--- src/memSysPkg.sv ---
// Sizes, bus transfer-size codes and derived widths for the cache and memory subsystem
package memSysPkg;

  // Bus and word width
  localparam int dataWidth = 32;

  // Cache line geometry
  localparam int blockWords = 4;
  localparam int offsetBits = $clog2(blockWords);

  localparam int numILines = 16;
  localparam int numDLines = 16;
  localparam int iIndexBits = $clog2(numILines);
  localparam int dIndexBits = $clog2(numDLines);

  // Tags hold everything above index, word offset and byte offset
  localparam int iTagBits = dataWidth - iIndexBits - offsetBits - 2;
  localparam int dTagBits = dataWidth - dIndexBits - offsetBits - 2;

  // Word memory, upper address bits ignored
  localparam int memWords   = 1024;
  localparam int memAdrBits = $clog2(memWords);

  // Wait states before each ready pulse
  localparam int memWaitCycles = 2;
  localparam int waitBits      = $clog2(memWaitCycles + 1);

  // Transfer size codes as on the AHB-lite bus
  localparam int hSizeBits = 3;
  localparam logic [hSizeBits-1:0] hSizeByte = 3'd0;
  localparam logic [hSizeBits-1:0] hSizeHalf = 3'd1;
  localparam logic [hSizeBits-1:0] hSizeWord = 3'd2;

endpackage
--- src/dataCache.sv ---
// Direct-mapped write-through data cache with byte masks and an uncached mode
module dataCache (
  input  logic                              clk,
  input  logic                              rstN,
  input  logic                              enable,
  input  logic                              invalidate,
  input  logic [memSysPkg::dataWidth-1:0]   dataAdrM,
  input  logic [memSysPkg::dataWidth-1:0]   writeDataM,
  input  logic                              memWriteM,
  input  logic                              memtoRegM,
  input  logic [memSysPkg::dataWidth/8-1:0] byteMaskM,
  input  logic                              hReadyM,
  input  logic [memSysPkg::dataWidth-1:0]   hRData,
  output logic [memSysPkg::dataWidth-1:0]   readDataM,
  output logic                              dStall,
  output logic                              hRequestM,
  output logic [memSysPkg::dataWidth-1:0]   hAddrM,
  output logic                              hWriteM,
  output logic [memSysPkg::hSizeBits-1:0]   hSizeM,
  output logic [memSysPkg::dataWidth-1:0]   hWDataM
);

  // Line storage
  logic [memSysPkg::dataWidth-1:0]  lineData [memSysPkg::numDLines][memSysPkg::blockWords];
  logic [memSysPkg::dTagBits-1:0]   lineTag [memSysPkg::numDLines];
  logic [memSysPkg::numDLines-1:0]  lineValid;
  logic [memSysPkg::offsetBits-1:0] fillCnt;

  logic [memSysPkg::dIndexBits-1:0] index;
  logic [memSysPkg::dTagBits-1:0]   tag;
  logic [memSysPkg::offsetBits-1:0] word;
  logic                             hit;
  logic                             readMiss;
  logic                             fillStep;
  logic                             lastReady;
  logic                             done;
  logic [memSysPkg::dataWidth-1:0]  rdBuf;
  logic [memSysPkg::hSizeBits-1:0]  maskSize;
  logic [1:0]                       maskOfs;

  assign index = dataAdrM[memSysPkg::offsetBits+2 +: memSysPkg::dIndexBits];
  assign tag   = dataAdrM[memSysPkg::dataWidth-1 -: memSysPkg::dTagBits];
  assign word  = dataAdrM[2 +: memSysPkg::offsetBits];
  assign hit   = lineValid[index] && (lineTag[index] == tag);

  assign readMiss  = memtoRegM && !memWriteM && !(enable && hit);
  assign fillStep  = enable && !memWriteM && hReadyM;
  // Only the final ready of an access ends it
  assign lastReady = hReadyM && !(fillStep && !(&fillCnt));

  // done covers the one cycle after the closing ready
  assign hRequestM = !done && (memWriteM || readMiss);
  assign dStall    = hRequestM;
  assign readDataM = enable ? lineData[index][word] : rdBuf;

  // Byte mask to transfer size and byte offset
  always_comb
  begin
    maskSize = memSysPkg::hSizeWord;
    maskOfs  = 2'b00;
    case (byteMaskM)
      4'b0011: maskSize = memSysPkg::hSizeHalf;
      4'b1100:
      begin
        maskSize = memSysPkg::hSizeHalf;
        maskOfs  = 2'b10;
      end
      4'b0001: maskSize = memSysPkg::hSizeByte;
      4'b0010:
      begin
        maskSize = memSysPkg::hSizeByte;
        maskOfs  = 2'b01;
      end
      4'b0100:
      begin
        maskSize = memSysPkg::hSizeByte;
        maskOfs  = 2'b10;
      end
      4'b1000:
      begin
        maskSize = memSysPkg::hSizeByte;
        maskOfs  = 2'b11;
      end
      default: maskSize = memSysPkg::hSizeWord;
    endcase
  end

  always_comb
  begin
    if (memWriteM)
      hAddrM = {dataAdrM[memSysPkg::dataWidth-1:2], maskOfs};
    else if (enable)
      hAddrM = {dataAdrM[memSysPkg::dataWidth-1:memSysPkg::offsetBits+2], fillCnt, 2'b00};
    else
      hAddrM = {dataAdrM[memSysPkg::dataWidth-1:2], 2'b00};
  end

  assign hWriteM = memWriteM;
  assign hSizeM  = memWriteM ? maskSize : memSysPkg::hSizeWord;
  assign hWDataM = writeDataM;

  always_ff @(posedge clk or negedge rstN)
  begin
    if (!rstN)
    begin
      lineValid <= '0;
      fillCnt   <= '0;
      done      <= 1'b0;
    end
    else
    begin
      if (fillStep)
      begin
        fillCnt <= fillCnt + 1'b1;
        if (&fillCnt)
          lineValid[index] <= 1'b1;
      end
      else if (!enable)
        fillCnt <= '0;
      if (invalidate)
        lineValid <= '0;
      done <= lastReady;
    end
  end

  always_ff @(posedge clk)
  begin
    if (fillStep)
    begin
      lineData[index][fillCnt] <= hRData;
      if (&fillCnt)
        lineTag[index] <= tag;
    end
    // Write hit merges into the line as memory takes the same bytes
    if (enable && memWriteM && hit && hReadyM)
    begin
      for (int b = 0; b < memSysPkg::dataWidth / 8; b++)
      begin
        if (byteMaskM[b])
          lineData[index][word][8*b +: 8] <= writeDataM[8*b +: 8];
      end
    end
    if (!enable && hReadyM)
      rdBuf <= hRData;
  end

endmodule

--- config.mk ---
export PLATFORM = sky130hd
export DESIGN_NAME = dataCache
export DESIGN_NICKNAME = d
export VERILOG_FILES = /design/src/memSysPkg.sv /design/src/dataCache.sv
export SDC_FILE = /design/constraint.sdc
export NUM_CORES = 2
export LEC_CHECK = 0
export BUFFER_PORTS_ARGS = -buffer_cell sky130_fd_sc_hd__clkbuf_2
export CORE_UTILIZATION = 55
export CTS_CLUSTER_SIZE = 10
export DETAILED_ROUTE_END_ITERATION = 10
export PLACE_DENSITY = 0.78
export RECOVER_POWER = 25
export SLEW_MARGIN = 25
export SYNTH_ARGS = -nofsm -noshare
export SYNTH_HDL_FRONTEND = slang
export SYNTH_SLANG_ARGS = --single-unit
--- constraint.sdc ---
create_clock -name clk -period 11.74 [get_ports clk]
set_clock_uncertainty 0.15 [all_clocks]
set_input_delay 3.522 -clock clk [delete_from_list [all_inputs] [get_ports clk]]
set_output_delay 3.522 -clock clk [all_outputs]
set_load 0.02 [all_outputs]
==> flow_summary.ini <==
[outcome]
outcome = finished, violations left
violations = max-capacitance violations, max-slew violations

[routing]
antenna_left = 0
num_vias = 47600
via_per_inst = 6.79
drtIter0Drc = 6176
wl_per_cell_um = 34.2
route.detailed.drc = 0
firstDrtPassIters = 6
wl_mm = 240

[worst_setup_path]
r2r_start = lineTag[6][4]
path_class = input pin to flop
cp-start-kind = input pin
reg2reg_to = lineData[12][84]
timing.reg2reg.setup_slack_ns = 4.34
cp_max_fo = 48
reg2regPathDepth = 9
critPathCaptureType = flop
cp.required_ns = 12.08
critPathArrivalTime_ns = 11.58

[power_and_ir_drop]
irDropWorstVdd_mv = 0.167
power_density_nw_per_um2 = 170
p_leak_nw = 34.1
finalPower_mw = 18.6

[logic_synthesis]
synth_nets = 4479
synthArstFlopShare_pct = 0.765
synthDistinctLibCells = 61
seq_area_frac_synth_pct = 75.2
yosys_warnings = 0
ys_seq_elements = 2483
synth.top_cell.area_share_pct = 74.7
synth_common_cells = 2,464 x edfxtp_1, 742 x mux4_2, 269 x a21oi_1
synth.area.top_cells = edfxtp_1 75%, mux4_2 17%, mux2_2 1.6%, a21oi_1 1.4%, mux2i_1 0.87%
synth_ff_type = edfxtp_1
synth.avg_cell_area_um2 = 22.7
synth_area_leader_cell = edfxtp_1
synth_edf_count = 2464
netlist_instances = 4368
yosysMostFrequentCell = edfxtp_1
netlist_area_um2 = 99000

[timing]
finalHoldViolations = 0
slew_violations = 508
fin_crit_sh_pct = 95.7
rsz0062_at_grt = false
fin_setup_tns_ns = 0
worst_pin_slew_ns = 3.29
max_freq_ghz = 0.0890
maxSlewHeadroom_pct = -120
min_period_ns = 11.23
setup-violations-final = 0
holdWs_ns = 0.353

[worst_hold_path]
hp-start = lineValid[12]
hp-class = flop to flop
hold_depth = 2
worstHoldEndpoint = lineValid[12]

[die]
floorplan.die_area_um2 = 182000
initial_core_util_pct = 55.4
die_x_um = 426
die_h_um = 426
placementRows = 155
core_area_um2 = 179000
ios = 209

[finish]
drive_gt1_share_pct = 30.7
utilization_pct = 61.5
nNetsFinal = 4729
syn_to_final_growth_pct = 11.0

[placed_design]
hpwl_mm = 142
place.gp.congestion = 0.800
portBuffers = 205

[clock_tree]
cts_tree = built
cts_setup_buffers = 0
clock-sinks = 2483
cts_made_buffers = 300
htreeDepth = 5
clkTransAtPathRegs_ns = 0.05
clkLatencyLatePin_ns = 0.90
root_buffer = clkbuf_16
ctsHoldBuffers = 0
cts.path.max_buffers = 4
cts_resized = 0

[run]
drv_cap = 25

[global_routing]
first_global_vias = 49300
grt_util_all_layers_pct = 26.6
grt_pass1_wl_mm = 345
grt-ovfl-total = 0
grt_max_degree = 141
antenna_found_initial = 8
==> routing by layer <==
metal	wire length, µm	global-route usage [%]	share of wire, %
met4	13300	13.6	5.5
met3	21900	5.64	9.1
met1	82600	33.2	34
met5	11	0	0.0046
met2	122000	44.4	51
==> flip-flops by register name, summed over array words and instances (netlist names) <==
signal     flops
lineData    2048
lineTag      384
rdBuf         32
lineValid     16
fillCnt        2
done           1
==> layout make-up <==
| cell class | instances | area (µm²) |
|---|---|---|
| Sequential cell | 2483 | 74500 |
| Fill cell | 11500 | 68700 |
| Multi-Input combinational cell | 1531 | 22900 |
| Clock buffer | 324 | 7660 |
| Tap cell | 2355 | 2950 |
| Timing Repair Buffer | 291 | 1750 |
| Clock inverter | 15 | 180 |
| Inverter | 11 | 41.3 |
| Antenna cell | 6 | 15.0 |
==> stage by stage <==
step / std cells / setup WS [ns] / area, µm²
5_1_grt: 7012 / 0.468 / 110000
3_3_place_gp: 6659 / 0.798 / 102000
3_5_place_dp: 6666 / 0.757 / 102000
4_1_cts: 7005 / 0.744 / 110000
6_report: 7016 / 0.507 / 110000
2_1_floorplan: 4368 / 0.944 / 99000
==> worst max-delay path, cell delays in order <==
cell and delay, ns:
clkbuf_1 0.23, clkbuf_1 1.56, nor2b_1 0.66, nand3_1 1.32
clkbuf_1 1.49, nor2_1 1.75, clkbuf_1 0.92
==> cells in the final DEF (no fill, tap or decap), types with 10 or more instances in the layout <==
| master | instances |
|---|---|
| edfxtp_1 | 2464 |
| mux4_2 | 742 |
| clkbuf_16 | 303 |
| a21oi_1 | 233 |
| clkbuf_1 | 155 |
| mux2_2 | 122 |
| mux2i_1 | 86 |
| clkbuf_2 | 83 |
| nor2_1 | 51 |
| buf_4 | 49 |
| a21oi_2 | 36 |
| mux2_1 | 32 |
| a22oi_1 | 21 |
| nand2_1 | 19 |
| dfrtp_1 | 19 |
| xnor2_1 | 18 |
| buf_12 | 17 |
| nand2_2 | 14 |
| nor2b_1 | 12 |
| inv_1 | 11 |
| nand3_1 | 11 |
| xor2_1 | 11 |
| mux2_4 | 10 |
==> how the worst max path moves through the flow <==
stage / start / to / slack [ns]
3_5_place_dp: dataAdrM[5] / dStall / 0.76
6_report: enable / lineTag[7][2] / 0.51
2_1_floorplan: dataAdrM[4] / readDataM[10] / 0.94
4_1_cts: dataAdrM[5] / dStall / 0.74
5_1_grt: enable / lineTag[7][7] / 0.47
3_3_place_gp: dataAdrM[4] / hRequestM / 0.80
==> where the power goes <==
part	leakage, nW	switching (mW)	internal (mW)
clock network	3.84	3.29	4.59
registers	22.4	0.00497	9.77
logic	7.81	0.608	0.377
total	34.1	3.90	14.7
==> cells by family after synthesis <==
kind of cell | count (synthesis) | synth area share [%]
mux | 992 | 19.7
compound gates | 335 | 1.93
buf+inv | 354 | 1.86
xor+xnor | 29 | 0.257
other cells | 1 | 0.00379
flops | 2483 | 75.2
simple gates | 170 | 1.00
fa+ha+maj | 4 | 0.0505
Note: power is estimated with default switching activity, not from simulation.
