[src/memSysPkg.sv]
// Sizes, bus transfer-size codes and derived widths for the cache and memory subsystem
package memSysPkg;

  // Bus and word width
  localparam int dataWidth = 32;

  // Cache line geometry
  localparam int blockWords = 4;
  localparam int offsetBits = $clog2(blockWords);

  localparam int numILines = 16;
  localparam int numDLines = 16;
  localparam int iIndexBits = $clog2(numILines);
  localparam int dIndexBits = $clog2(numDLines);

  // Tags hold everything above index, word offset and byte offset
  localparam int iTagBits = dataWidth - iIndexBits - offsetBits - 2;
  localparam int dTagBits = dataWidth - dIndexBits - offsetBits - 2;

  // Word memory, upper address bits ignored
  localparam int memWords   = 1024;
  localparam int memAdrBits = $clog2(memWords);

  // Wait states before each ready pulse
  localparam int memWaitCycles = 2;
  localparam int waitBits      = $clog2(memWaitCycles + 1);

  // Transfer size codes as on the AHB-lite bus
  localparam int hSizeBits = 3;
  localparam logic [hSizeBits-1:0] hSizeByte = 3'd0;
  localparam logic [hSizeBits-1:0] hSizeHalf = 3'd1;
  localparam logic [hSizeBits-1:0] hSizeWord = 3'd2;

endpackage
[src/busArbiter.sv]
// Two-master fixed-priority bus arbiter that keeps the bus for a whole transfer
module busArbiter (
  input  logic                            clk,
  input  logic                            rstN,
  input  logic                            hRequestF,
  input  logic [memSysPkg::dataWidth-1:0] hAddrF,
  input  logic                            hRequestM,
  input  logic [memSysPkg::dataWidth-1:0] hAddrM,
  input  logic                            hWriteM,
  input  logic [memSysPkg::hSizeBits-1:0] hSizeM,
  input  logic [memSysPkg::dataWidth-1:0] hWDataM,
  input  logic                            hReady,
  output logic                            hReadyF,
  output logic                            hReadyM,
  output logic                            hRequest,
  output logic [memSysPkg::dataWidth-1:0] hAddr,
  output logic                            hWrite,
  output logic [memSysPkg::hSizeBits-1:0] hSize,
  output logic [memSysPkg::dataWidth-1:0] hWData
);

  logic ownF;
  logic ownM;
  logic selF;
  logic selM;

  // Owner keeps the bus while requesting, data master wins otherwise
  always_comb
  begin
    selF = 1'b0;
    selM = 1'b0;
    if (ownM && hRequestM)
      selM = 1'b1;
    else if (ownF && hRequestF)
      selF = 1'b1;
    else if (hRequestM)
      selM = 1'b1;
    else if (hRequestF)
      selF = 1'b1;
  end

  always_ff @(posedge clk or negedge rstN)
  begin
    if (!rstN)
    begin
      ownF <= 1'b0;
      ownM <= 1'b0;
    end
    else
    begin
      ownF <= selF;
      ownM <= selM;
    end
  end

  assign hRequest = selF || selM;
  assign hAddr    = selF ? hAddrF : hAddrM;
  // Fetches always go out as word reads
  assign hWrite   = selM && hWriteM;
  assign hSize    = selF ? memSysPkg::hSizeWord : hSizeM;
  assign hWData   = selM ? hWDataM : '0;

  assign hReadyF = hReady && selF;
  assign hReadyM = hReady && selM;

endmodule

[config.mk]
export PLATFORM = sky130hd
export DESIGN_NAME = busArbiter
export DESIGN_NICKNAME = d
export VERILOG_FILES = /design/src/memSysPkg.sv /design/src/busArbiter.sv
export SDC_FILE = /design/constraint.sdc
export NUM_CORES = 1
export LEC_CHECK = 0
export BUFFER_PORTS_ARGS = -buffer_cell sky130_fd_sc_hd__clkbuf_2
export CORE_AREA = 5 5 65 67
export DETAILED_ROUTE_END_ITERATION = 12
export DIE_AREA = 0 0 70 72
export MAX_ROUTING_LAYER = met4
export PLACE_DENSITY = 0.77
export SETUP_SLACK_MARGIN = 0.15
export SLEW_MARGIN = 5
export SYNTH_ARGS = -nofsm -noshare
export SYNTH_HDL_FRONTEND = slang
export SYNTH_SLANG_ARGS = --single-unit
[constraint.sdc]
create_clock -name clk -period 3.4 [get_ports clk]
set_input_delay 0.68 -clock clk [delete_from_list [all_inputs] [get_ports clk]]
set_output_delay 0.68 -clock clk [all_outputs]
set_load 0.01 [all_outputs]
==> impl_metrics.ini, run 1 <==
[sta]
slew-limit-headroom_pct = 71.6
period_needed_ps = 2630
report.final.slew_viol_count = 0
setup_viol = 0
fmax_mhz = 380
final.setup_skew_ps = 0.542
hold_violations = 0
period_share_pct = 77.4
tightest_slew_ps = 426
fin_setup_tns_ps = 0
rsz0062_at_grt = no
finalWorstSetupSlack_ps = 769

[drt]
vias_per_cell = 4.10
drt_drc_violations_left = 0
drt_iter0_drc = 19
dr.pass1.iters = 4
wl_mm = 3.92
antenna_left = 0
post_drt_wl_per_cell_um = 12.8
vias = 1258

[setup_path]
worst_r2r_startpoint = ownF$_DFF_PN0_
crit_end = hAddr[2]
reg2reg_depth = 4
startpoint_type = input port
reg2reg_to = ownF$_DFF_PN0_
worst-path-max-fanout = 36
startpoint = hRequestM
crit_type = input port to output port
end_kind = output port
cp.arrival_ps = 1950
reg2reg_slack_ps = 2220
required_ps = 2720

[synth]
yosysTopAreaCell = mux2_2
synth-seq-cells = 2
synth_top_area_share_pct = 47.8
synthSimpleGateAreaFrac_pct = 35.0
synth-edff-count = 0
synth_area_leaders = mux2_2 (48%), and2_1 (30%), dfrtp_1 (6.6%)
muxShareOfSynthArea_pct = 47.8
synth_nets = 190
netlist_instances = 85
syn-mean-instance-area_um2 = 8.86
yosys-top-cells-count = and2_1 (36), mux2_2 (32), buf_6 (3)
ys_seq_area_share_pct = 6.64
synthFlopType = dfrtp_1
synthesis.area_um2 = 753
synthAdderAreaFrac_pct = 0
synth_top_family_by_area = multiplexers
synthArstFlopShare_pct = 100
yosys.area_share.xor_xnor_pct = 0
synth_compound_area_share_pct = 3.32
synth_most_common_cell = and2_1
yosysUniqueCellTypes = 13
yosys_warnings = 0

[finish]
final_cell_area_um2 = 1680
fin_util_pct = 47.0
syn_to_final_growth_pct = 123
nNetsFinal = 366
final_layout_size_suffix_gt1_share_pct = 83.4
n_antenna_cell = 0

[clocking]
post_cts_buffers = 0
post_cts_resized = 0
clock_sinks = 2
cts_tree = built
clk_pin_slew_ps = 30
numCtsBuffers = 3
htreeDepth = 1
holdBufCountCts = 0
root_buffer = clkbuf_4
cts_buffer_depth = 2
clk_latency_ps = 230

[run]
cap_violations = 0

[global_routing]
grt_pass1_wl_mm = 5.94
antenna_found_initial = 0
grt_pass1_vias = 1292
grt_overflow = 0
grt_max_degree = 37
grt_usage_pct = 14.8

[placed_design]
hpwl_mm = 3.60
io_buffers = 175
place_area_um2 = 1660
post-place-ws_ps = 760
gp_congestion = 0.797

[die]
initial_core_util_pct = 21.0
placementRows = 22
die-area_um2 = 5040
die-width_um = 70
num_io_pins = 176
coreArea_um2 = 3580
die_h_um = 72

[run_status]
outcome = completed

[worst_hold_path]
hp-class = input port to asynchronous set/reset pin

[power_and_ir_drop]
leakage_nw = 1.05
peakVddDrop_uv = 164
power.density_nw_per_um2 = 182
==> routing by layer <==
layer | up-vias | track usage, % | part of all wire (%)
li1 | 631 | - | -
met1 | 525 | 15.3 | 35
met2 | 96 | 27.1 | 52
met3 | 6 | 4.43 | 12
met4 | 0 | 4.47 | 1.1
met5 | - | - | 0
==> worst max-delay path, cell delays in order <==
cell and delay (ps):
clkbuf_2 100, inv_1 80, o21ai_4 140, buf_4 380, mux2_2 410, clkbuf_2 140
==> where the power goes <==
group          internal [mW]  switching (mW)  leakage, nW
logic                  0.126          0.0993         1.01
clock network         0.0391          0.0156       0.0138
registers             0.0255        0.000756       0.0246
total                  0.191           0.116         1.05
==> worst min-delay path by stage <==
stage,end,depth (start not counted)
after detailed placement,ownM$_DFF_PN0_,1
after global routing,ownF$_DFF_PN0_,1
after floorplan,ownF$_DFF_PN0_,0
after global placement,ownM$_DFF_PN0_,1
final,ownM$_DFF_PN0_,1
after CTS,ownF$_DFF_PN0_,1
==> state kept, by name, summed over array words and instances (netlist names) <==
name,flops
ownF,1
ownM,1
==> through the flow <==
step | hold WS, ps | total power, mW | instances
after floorplan | 384 | 0.138 | 85
after global placement | 467 | 0.251 | 304
after detailed placement | 469 | 0.255 | 304
after CTS | 227 | 0.313 | 307
after global routing | 222 | 0.334 | 307
final | 230 | 0.306 | 307
==> cell usage in the layout, fill, tap and decap left out, drive strengths merged <==
master	synthesis	final
or2	1	1
clkbuf	2	178
a21oi	1	1
inv	2	2
and3	1	1
nor2b	1	1
and2	36	36
nand2b	2	2
buf	4	2
mux2	32	32
dfrtp	2	2
o21ai	1	1
==> logic make-up after synthesis <==
kind of cell	Yosys count
mux	32
flops	2
compound gates	2
simple gates	41
buf+inv	8
==> cell type report <==
cell class,count,area [um2]
multi-input combinational,75,649
sequential,2,50.0
tap,48,60.1
clock buffer,3,22.5
timing repair buffer,177,891
inverter,2,7.51
fill,382,1900
(Power assumes the default switching activity.)
==> inputs of run 2 (changes only) <==
--- a/config.mk
+++ b/config.mk
@@ -6,11 +6,11 @@
 export NUM_CORES = 1
 export LEC_CHECK = 0
 export BUFFER_PORTS_ARGS = -buffer_cell sky130_fd_sc_hd__clkbuf_2
-export CORE_AREA = 5 5 65 67
+export CORE_MARGIN = 5
+export CORE_UTILIZATION = 21
 export DETAILED_ROUTE_END_ITERATION = 12
-export DIE_AREA = 0 0 70 72
 export MAX_ROUTING_LAYER = met4
-export PLACE_DENSITY = 0.77
+export PLACE_DENSITY = 0.79
 export SETUP_SLACK_MARGIN = 0.15
 export SLEW_MARGIN = 5
 export SYNTH_ARGS = -nofsm -noshare
==> constraint.sdc (replaced) <==
create_clock -name clk -period 2.39 [get_ports clk]
set_input_delay 0.478 -clock clk [delete_from_list [all_inputs] [get_ports clk]]
set_output_delay 0.478 -clock clk [all_outputs]
set_load 0.01 [all_outputs]
==> run 2 against run 1 <==
- final area rose by 1.0%
- non-clock buffer count grew 1
- clock power is 45% higher
- setup slack worse by 440 ps
- routed wire length down 1.0%
- clock skew grew 1.9 ps
- sequential cell count did not move
- via count is 1.7% higher
- core utilization up 2.7 points
- first-iteration DRC count fell by 58%
- combinational power up 44%
- critical path type is now register to output port
- highest routed layer unchanged
==> impl_metrics.ini, run 2 (same netlist as run 1, synthesis figures left out) <==
[run_status]
outcome = completed

[setup_path]
startpoint = ownF$_DFF_PN0_
cp.arrival_ps = 1580
cp_slowest_cell = mux2_2
crit_chain = nor2b_4 > o21ai_4 > buf_12 > mux2_2 > clkbuf_2
critical-path-top-delay-family = multiplexers
crit_type = register to output port
crit_buf_inv = 2
cpPeakStageDelay_ps = 370
required_ps = 1910
end_kind = output port
worst-path-max-fanout = 36
startpoint_type = register
worst_r2r_startpoint = ownF$_DFF_PN0_

[drt]
vias = 1279
post_drt_wl_per_cell_um = 12.7
wl_mm = 3.88
drt_drc_violations_left = 0
vias_per_cell = 4.18
dr.pass1.iters = 4
drt_iter0_drc = 8
antenna_left = 0

[placed_design]
gp_congestion = 0.793
place_area_um2 = 1680
io_buffers = 175
hpwl_mm = 3.49
post-place-ws_ps = 343
placed_cells = 303

[global_routing]
grt_usage_pct = 15.4
antenna_found_initial = 0
grt_overflow = 0
grt_pass1_vias = 1293
grt_max_degree = 37
grt_pass1_wl_mm = 6.10

[clocking]
clk_pin_slew_ps = 30
htreeDepth = 1
numCtsBuffers = 3
post_cts_buffers = 0
post_cts_resized = 0
clk_latency_ps = 230
cts_buffer_depth = 2
clock_sinks = 2
root_buffer = clkbuf_4
holdBufCountCts = 0
cts_tree = built

[sta]
setup_viol = 0
period_needed_ps = 2060
whs_ps = 22.6
rsz0062_at_grt = no
hold_violations = 0
slew-limit-headroom_pct = 87.8
fin_setup_tns_ps = 0
report.final.slew_viol_count = 0
fmax_mhz = 486
tightest_slew_ps = 183
period_share_pct = 86.1
final.setup_skew_ps = 2.48
finalWorstSetupSlack_ps = 331

[finish]
final_common_cell = clkbuf_2
reg.largest.list = ownF (1), ownM (1)
multi_input_area_um2 = 649
final_cell_mix = clkbuf_2 (175), and2_1 (36), mux2_2 (32)
nNetsFinal = 367
final_cell_area_um2 = 1700
instances_no_fill = 306
nFillCells = 324
syn_to_final_growth_pct = 125
n_antenna_cell = 0
fin_util_pct = 49.7
final_layout_size_suffix_gt1_share_pct = 83.5
regArea_um2 = 50.0

[die]
die-area_um2 = 4880
num_io_pins = 176
die-width_um = 69.9
initial_core_util_pct = 22.1
coreArea_um2 = 3420
die_h_um = 69.9
placementRows = 21

[worst_hold_path]
hp-class = input port to asynchronous set/reset pin

[run]
cap_violations = 0

[power_and_ir_drop]
power.total_mw = 0.442
leakage_nw = 1.06
power.density_nw_per_um2 = 260
peakVddDrop_uv = 240
run 2: cell count changes in the layout (fill, tap and decap cells not counted), sizes merged:
cell | previous run | this run
buf | 2 | 3
run 2: layout make-up:
cell class	count	area share, %
Timing Repair Buffer	178	53.6
Multi-Input combinational cell	75	38.2
Tap cell	46	3.39
Sequential cell	2	2.95
Clock buffer	3	1.33
Inverter	2	0.442
run 2: path summary, 6_finish.rpt:
check,endpoint,slack [ps],cells after the start
worst max-delay path,hAddr[23],330,5
worst min-delay path,ownM$_DFF_PN0_,20,1
worst max register to register,ownF$_DFF_PN0_,1350,4
worst min register to register,ownM$_DFF_PN0_,810,3
max in group asynchronous,ownF$_DFF_PN0_,2270,1
min in group clk,ownM$_DFF_PN0_,700,3
run 2: where the power goes:
part	internal [mW]	switching [mW]	leakage (nW)
Combinational	0.184	0.141	1.02
Clock	0.0557	0.0236	0.0138
Sequential	0.0363	0.00109	0.0246
run 2: layer usage:
metal / vias up / wire [um] / global-route usage, %
met5: - / 0 / -
met4: 0 / 63 / 5.74
met3: 7 / 470 / 4.02
met2: 101 / 1980 / 27.6
met1: 538 / 1360 / 16.0
li1: 633 / - / -
