`config.mk`:
```
export PLATFORM = sky130hd
export DESIGN_NAME = instrCache
export DESIGN_NICKNAME = d
export VERILOG_FILES = /design/src/memSysPkg.sv /design/src/instrCache.sv
export SDC_FILE = /design/constraint.sdc
export NUM_CORES = 2
export LEC_CHECK = 0
export BUFFER_PORTS_ARGS = -buffer_cell sky130_fd_sc_hd__buf_2
export CORE_ASPECT_RATIO = 2
export CORE_MARGIN = 1.5
export CORE_UTILIZATION = 50
export CTS_BUF_LIST = sky130_fd_sc_hd__clkbuf_4 sky130_fd_sc_hd__clkbuf_8 sky130_fd_sc_hd__clkbuf_16
export CTS_CLUSTER_SIZE = 24
export DETAILED_ROUTE_END_ITERATION = 10
export GPL_TIMING_DRIVEN = 0
export MAX_ROUTING_LAYER = met4
export PLACE_DENSITY = 0.68
export RECOVER_POWER = 25
export SLEW_MARGIN = 20
export SYNTH_ARGS = -nofsm -noshare
export SYNTH_HDL_FRONTEND = slang
export SYNTH_SLANG_ARGS = --single-unit
```
`constraint.sdc`:
```
create_clock -name clk -period 3.7 [get_ports clk]
set_input_delay 0.74 -clock clk [delete_from_list [all_inputs] [get_ports clk]]
set_output_delay 0.74 -clock clk [all_outputs]
set_load 0.03 [all_outputs]
```
`src/memSysPkg.sv`:
```
// Sizes, bus transfer-size codes and derived widths for the cache and memory subsystem
package memSysPkg;

  // Bus and word width
  localparam int dataWidth = 32;

  // Cache line geometry
  localparam int blockWords = 4;
  localparam int offsetBits = $clog2(blockWords);

  localparam int numILines = 16;
  localparam int numDLines = 16;
  localparam int iIndexBits = $clog2(numILines);
  localparam int dIndexBits = $clog2(numDLines);

  // Tags hold everything above index, word offset and byte offset
  localparam int iTagBits = dataWidth - iIndexBits - offsetBits - 2;
  localparam int dTagBits = dataWidth - dIndexBits - offsetBits - 2;

  // Word memory, upper address bits ignored
  localparam int memWords   = 1024;
  localparam int memAdrBits = $clog2(memWords);

  // Wait states before each ready pulse
  localparam int memWaitCycles = 2;
  localparam int waitBits      = $clog2(memWaitCycles + 1);

  // Transfer size codes as on the AHB-lite bus
  localparam int hSizeBits = 3;
  localparam logic [hSizeBits-1:0] hSizeByte = 3'd0;
  localparam logic [hSizeBits-1:0] hSizeHalf = 3'd1;
  localparam logic [hSizeBits-1:0] hSizeWord = 3'd2;

endpackage
```
`src/instrCache.sv`:
```
// Direct-mapped read-only instruction cache with an uncached fetch mode
module instrCache (
  input  logic                            clk,
  input  logic                            rstN,
  input  logic                            enable,
  input  logic                            invalidate,
  input  logic [memSysPkg::dataWidth-1:0] pcF,
  input  logic                            hReadyF,
  input  logic [memSysPkg::dataWidth-1:0] hRData,
  output logic [memSysPkg::dataWidth-1:0] instrF,
  output logic                            iStall,
  output logic                            hRequestF,
  output logic [memSysPkg::dataWidth-1:0] hAddrF
);

  // Line storage
  logic [memSysPkg::dataWidth-1:0]  lineData [memSysPkg::numILines][memSysPkg::blockWords];
  logic [memSysPkg::iTagBits-1:0]   lineTag [memSysPkg::numILines];
  logic [memSysPkg::numILines-1:0]  lineValid;
  logic [memSysPkg::offsetBits-1:0] fillCnt;

  // Word held in uncached mode
  logic [memSysPkg::dataWidth-1:0] uncWord;
  logic [memSysPkg::dataWidth-3:0] uncAdr;
  logic                            uncValid;

  logic [memSysPkg::iIndexBits-1:0] index;
  logic [memSysPkg::iTagBits-1:0]   tag;
  logic [memSysPkg::offsetBits-1:0] word;
  logic                             hit;
  logic                             uncHit;

  assign index  = pcF[memSysPkg::offsetBits+2 +: memSysPkg::iIndexBits];
  assign tag    = pcF[memSysPkg::dataWidth-1 -: memSysPkg::iTagBits];
  assign word   = pcF[2 +: memSysPkg::offsetBits];
  assign hit    = lineValid[index] && (lineTag[index] == tag);
  assign uncHit = uncValid && (uncAdr == pcF[memSysPkg::dataWidth-1:2]);

  // Request stays up until the line or word is in place
  assign iStall    = enable ? !hit : !uncHit;
  assign hRequestF = iStall;
  assign instrF    = enable ? lineData[index][word] : uncWord;

  // Fill walks the line one word per ready
  assign hAddrF = enable ? {pcF[memSysPkg::dataWidth-1:memSysPkg::offsetBits+2], fillCnt, 2'b00}
                         : {pcF[memSysPkg::dataWidth-1:2], 2'b00};

  always_ff @(posedge clk or negedge rstN)
  begin
    if (!rstN)
    begin
      lineValid <= '0;
      fillCnt   <= '0;
      uncValid  <= 1'b0;
    end
    else
    begin
      if (enable && hReadyF)
      begin
        fillCnt <= fillCnt + 1'b1;
        // Last word of the line
        if (&fillCnt)
          lineValid[index] <= 1'b1;
      end
      else if (!enable)
        fillCnt <= '0;
      // Invalidate wins over a line completing in the same cycle
      if (invalidate)
        lineValid <= '0;
      if (!enable && hReadyF)
        uncValid <= 1'b1;
      else if (enable || !uncHit)
        uncValid <= 1'b0;
    end
  end

  always_ff @(posedge clk)
  begin
    if (enable && hReadyF)
    begin
      lineData[index][fillCnt] <= hRData;
      if (&fillCnt)
        lineTag[index] <= tag;
    end
    if (!enable && hReadyF)
    begin
      uncWord <= hRData;
      uncAdr  <= pcF[memSysPkg::dataWidth-1:2];
    end
  end

endmodule

```
==> parameters.txt <==
Parameter                              Value

Status
  Status ... complete, but fails checks
  Failing checks ... setup timing

STA
  Final setup viols ... 34
  PnR worst setup slack ... -817.2 ps
  Worst-margin pin slew ... approximately 1200 ps
  Final cycle utilization of the critical path ... 122.1%
  F_max ... 221.4 MHz
  Worst slew slack as a fraction of its limit ... approximately a fifth
  Setup clock skew after layout ... 56.22 ps
  Unrepaired setup endpoints after global routing ... yes
  Number of failing hold endpoints at the final stage ... 0
  Final number of max-transition violations ... 0
  Final critical delay including setup and external delays ... between 4000 and 5000 ps
  Worst slack on hold paths ... ~93 ps

Placed design
  Quantity of I/O buffers inserted on ports ... 127
  Half-perimeter wire length after placement ... about 180,000 µm
  Place WS ... -2202 ps
  Final RePlAce weighted congestion ... 0.9927

Setup path
  Worst Setup End Kind ... output port
  Arr. time, crit path ... 3780 ps
  Maximum net fanout on the critical path ... 6
  Slowest stage cell, crit path ... sky130_fd_sc_hd__mux4_2
  CP required ... roughly 3000 ps
  Critical Path Max Stage Delay ... about 600 ps
  Start-to-end type of the worst setup path ... in -> out
  Type of element launching the critical path ... primary input
  Cell breakdown of the critical path ... buf_12 -> buf_12 -> buf_16 -> buf_16 -> buf_16 -> mux4_2 -> mux4_2 -> mux4_2 -> mux2_2 -> buf_2

Drt
  Drc violations ... 0
  Topmost layer with routed signal wires ... met4
  Remaining number of nets flagged by the antenna check after routing ... 0
  Length of routed wiring on met1 ... a little over 80,000 µm
  Post-detailed-route wirelength per cell ... between 30 and 40 µm
  Met2 Routed Length ... between 100,000 and 150,000 µm
  Vias after detailed routing ... approximately 46k
  1st-iter DRT viols ... roughly 5.5k
  Number of search-and-repair iterations in the first detailed-routing pass ... 5
  Total routed wirelength ... 264,100 µm
  Via density per instance ... around 6.4
  Wire length on met3 ... between 15,000 and 20,000 µm

CTS
  CTS tree ... built
  CTS HTree Levels ... 4
  Total clock buffers created by CTS ... 208
  Total clock sinks ... 2,513
  Buffers from clock root to sink, at most ... 4
  Clock Root Buffer ... sky130_fd_sc_hd__clkbuf_16
  Clock edge transition at the registers on the reported setup and hold paths ... 60 ps
  Clock latency reported for the late side of the worst-skew pair ... approximately 840 ps

Logic synthesis
  Post-synthesis instance area ... about 0.096 mm²
  Proportion of synthesized flip-flops having asynchronous set or reset ... 0.7561%
  Warnings, synthesis ... 0
  Main flop type after synthesis ... sky130_fd_sc_hd__edfxtp_1
  Number of different library cells in the post-synthesis netlist ... 53
  Mapped Cells ... a little under 4k
  Share of synthesized area occupied by flip-flops and latches ... 78.17%
  Avg Cell Area, Syn ... about 25 µm²
  Number of enable flip-flop cells after synthesis ... roughly 2.5k
  Yosys reg bits ... 2,513

Power and ir drop
  Leakage power summed over all cells ... ~36 nW
  Sequential Power Share ... roughly 55%
  Share of total power in the clock network ... approximately two fifths
  Sw Pwr ... between 10 and 15 mW
  Net switching share of the total power ... around a fifth
  Cell internal power dissipation ... around 45 mW
  Part of the total power dissipated in combinational logic ... approximately 6.5%
  Maximum VDD drop ... ~530 µV
  Power density normalized to cell area ... between 500 and 600 mW/mm²

Cells and area
  Number of nets in the final layout ... roughly 4.5k
  Share of post-route cells with drive strength above 1 ... between 30% and 40%
  Layout-stage area growth over the synthesis result ... 17.54%
  Utilization after layout ... 59.20%

GRT
  Antenna violations before repair ... 9
  Number of global-route vias before repair ... about 47k
  Wire length of the first global-routing pass ... ~360,000 µm
  Residual overflow from global routing ... 0
  Total global routing track utilization ... 27.74%
  Pin count of the biggest net entering global routing ... 66

Die
  Total number of placement rows ... ~230
  Die Footprint ... around 0.20 mm²
  Standard cell core area ... 0.1914 mm²
  Initial cell density of the core ... roughly half
  Number of I/O pins ... 135
  Die extent in x ... ~310 µm
  Vert. Die Dim ... ~620 µm

Worst hold path
  Class of the tightest hold or removal check ... in -> reg

Job
  Max-cap check violation count ... 0
[critical path: cells and delay by family]
family	cells	cell delay [ps]
buffers and inverters	6	910
multiplexers	4	2070
[registers in the layout, summed over array words and instances, names as in the netlist]
signal and flops:
lineTag 384, uncValid 1, lineValid 16, uncWord 32, uncAdr 30, fillCnt 2, lineData 2048
[Yosys cell counts, drive strengths merged, types with 2 or more instances]
| master | n | share of area [%] |
|---|---|---|
| nor2b | 7 | 0.045 |
| a211oi | 2 | 0.016 |
| nor4 | 6 | 0.039 |
| ha | 4 | 0.052 |
| a22o | 7 | 0.064 |
| nor3 | 6 | 0.031 |
| nand2b | 3 | 0.019 |
| a21oi | 12 | 0.062 |
| o211ai | 2 | 0.016 |
| o22a | 2 | 0.018 |
| xor2 | 20 | 0.18 |
| nand4 | 7 | 0.045 |
| o22ai | 2 | 0.013 |
| mux2i | 29 | 0.30 |
| clkbuf | 103 | 0.40 |
| a2111oi | 2 | 0.025 |
| buf | 129 | 0.78 |
| edfxtp | 2494 | 78 |
| nand3 | 15 | 0.078 |
| mux4 | 767 | 18 |
| a221oi | 9 | 0.082 |
| o221ai | 6 | 0.055 |
| xnor2 | 33 | 0.30 |
| dfrtp | 19 | 0.49 |
| and2 | 5 | 0.032 |
| mux2 | 35 | 0.41 |
| nand3b | 2 | 0.016 |
| a31oi | 2 | 0.013 |
| a22oi | 8 | 0.062 |
| inv | 19 | 0.074 |
| nand2 | 27 | 0.11 |
| nor2 | 109 | 0.42 |
| o21ai | 8 | 0.042 |
[power groups by stage]
stage                     logic, mW  registers [mW]  clock network, mW
after floorplan                1.77            32.0                  0
after global placement         3.20            32.1                  0
after detailed placement       3.32            32.1                  0
after CTS                      3.58            31.4               22.7
after global routing           3.85            31.4               23.6
final                          3.74            31.4               22.5
[kinds of logic after synthesis]
logic type                 Yosys count  synth area share (%)
DFF                               2513                 78.17
muxes                              831                 18.63
buffers and inverters              251                 1.257
and+or+nand+nor                    189                0.8500
AOI/OAI and AO/OA                   72                0.5580
xor gates and xnor gates            53                0.4815
adders and majority gates            4               0.05191
other                                1              0.003889
[cell usage in the layout (no fill, tap or decap), types with 27 or more instances in the layout]
cell and count:
sky130_fd_sc_hd__buf_6 59, sky130_fd_sc_hd__clkbuf_4 53, sky130_fd_sc_hd__nand2_1 27, sky130_fd_sc_hd__mux4_2 767, sky130_fd_sc_hd__nor2_1 43, sky130_fd_sc_hd__buf_16 71
sky130_fd_sc_hd__clkbuf_16 219, sky130_fd_sc_hd__nor2_4 64, sky130_fd_sc_hd__buf_4 121, sky130_fd_sc_hd__buf_12 107, sky130_fd_sc_hd__clkbuf_8 27, sky130_fd_sc_hd__edfxtp_1 2494
sky130_fd_sc_hd__xnor2_1 32, sky130_fd_sc_hd__clkinv_2 44, sky130_fd_sc_hd__clkinv_1 41, sky130_fd_sc_hd__buf_2 85
[layer usage]
metal / vias to the layer above / track usage [%]
met3: 701 / 3.798
li1: 17936 / -
met2: 2406 / 50.06
met1: 24514 / 29.11
met4: 0 / 15.03
met5: - / -
[final timing paths]
path,from,slack (ps),cells past startpoint,end
worst min-delay path,pcF[3],90,1,uncAdr[1]$_DFFE_PP_
worst min register to register,lineValid[9]$_DFFE_PN0P_,510,2,lineValid[9]$_DFFE_PN0P_
max in group asynchronous,rstN,2820,2,lineValid[4]$_DFFE_PN0P_
min in group asynchronous,rstN,460,2,lineValid[12]$_DFFE_PN0P_
worst max-delay path,pcF[4],-820,10,instrF[9]
worst max register to register,fillCnt[0]$_DFFE_PN0P_,140,6,lineData[8][24]$_DFFE_PP_
[per-stage QoR]
step	area, µm²	power, mW	instances	TNS (ps)
finish	113300	57.66	7145	-24470
detailed placement	103700	35.38	6689	-2740050
global route	113300	58.88	7143	-24780
floorplan	96570	33.81	3915	-472920
global placement	100400	35.26	6561	-7485650
CTS	112300	57.68	7093	-25300
[final cells by class]
| type | count | area [µm²] |
|---|---|---|
| Inverter | 19 | 71.32 |
| Multi-Input combinational cell | 1151 | 20610 |
| Antenna cell | 8 | 20.02 |
| Sequential cell | 2513 | 75370 |
| Clock inverter | 128 | 1272 |
| Buffer | 232 | 2516 |
| Tap cell | 2519 | 3152 |
| Timing Repair Buffer | 333 | 4762 |
| Fill cell | 13090 | 78110 |
| Clock buffer | 242 | 5544 |
[timing repair]
action	in CTS	in global routing
setup buffers	27	37
endpoints found under the hold margin	19	0
hold buffers	1	0
setup endpoints to repair	1792	34
pin swaps	8	9
cloned	6	7
gates resized for setup	428	142
Power figures use the tool's default switching activity.
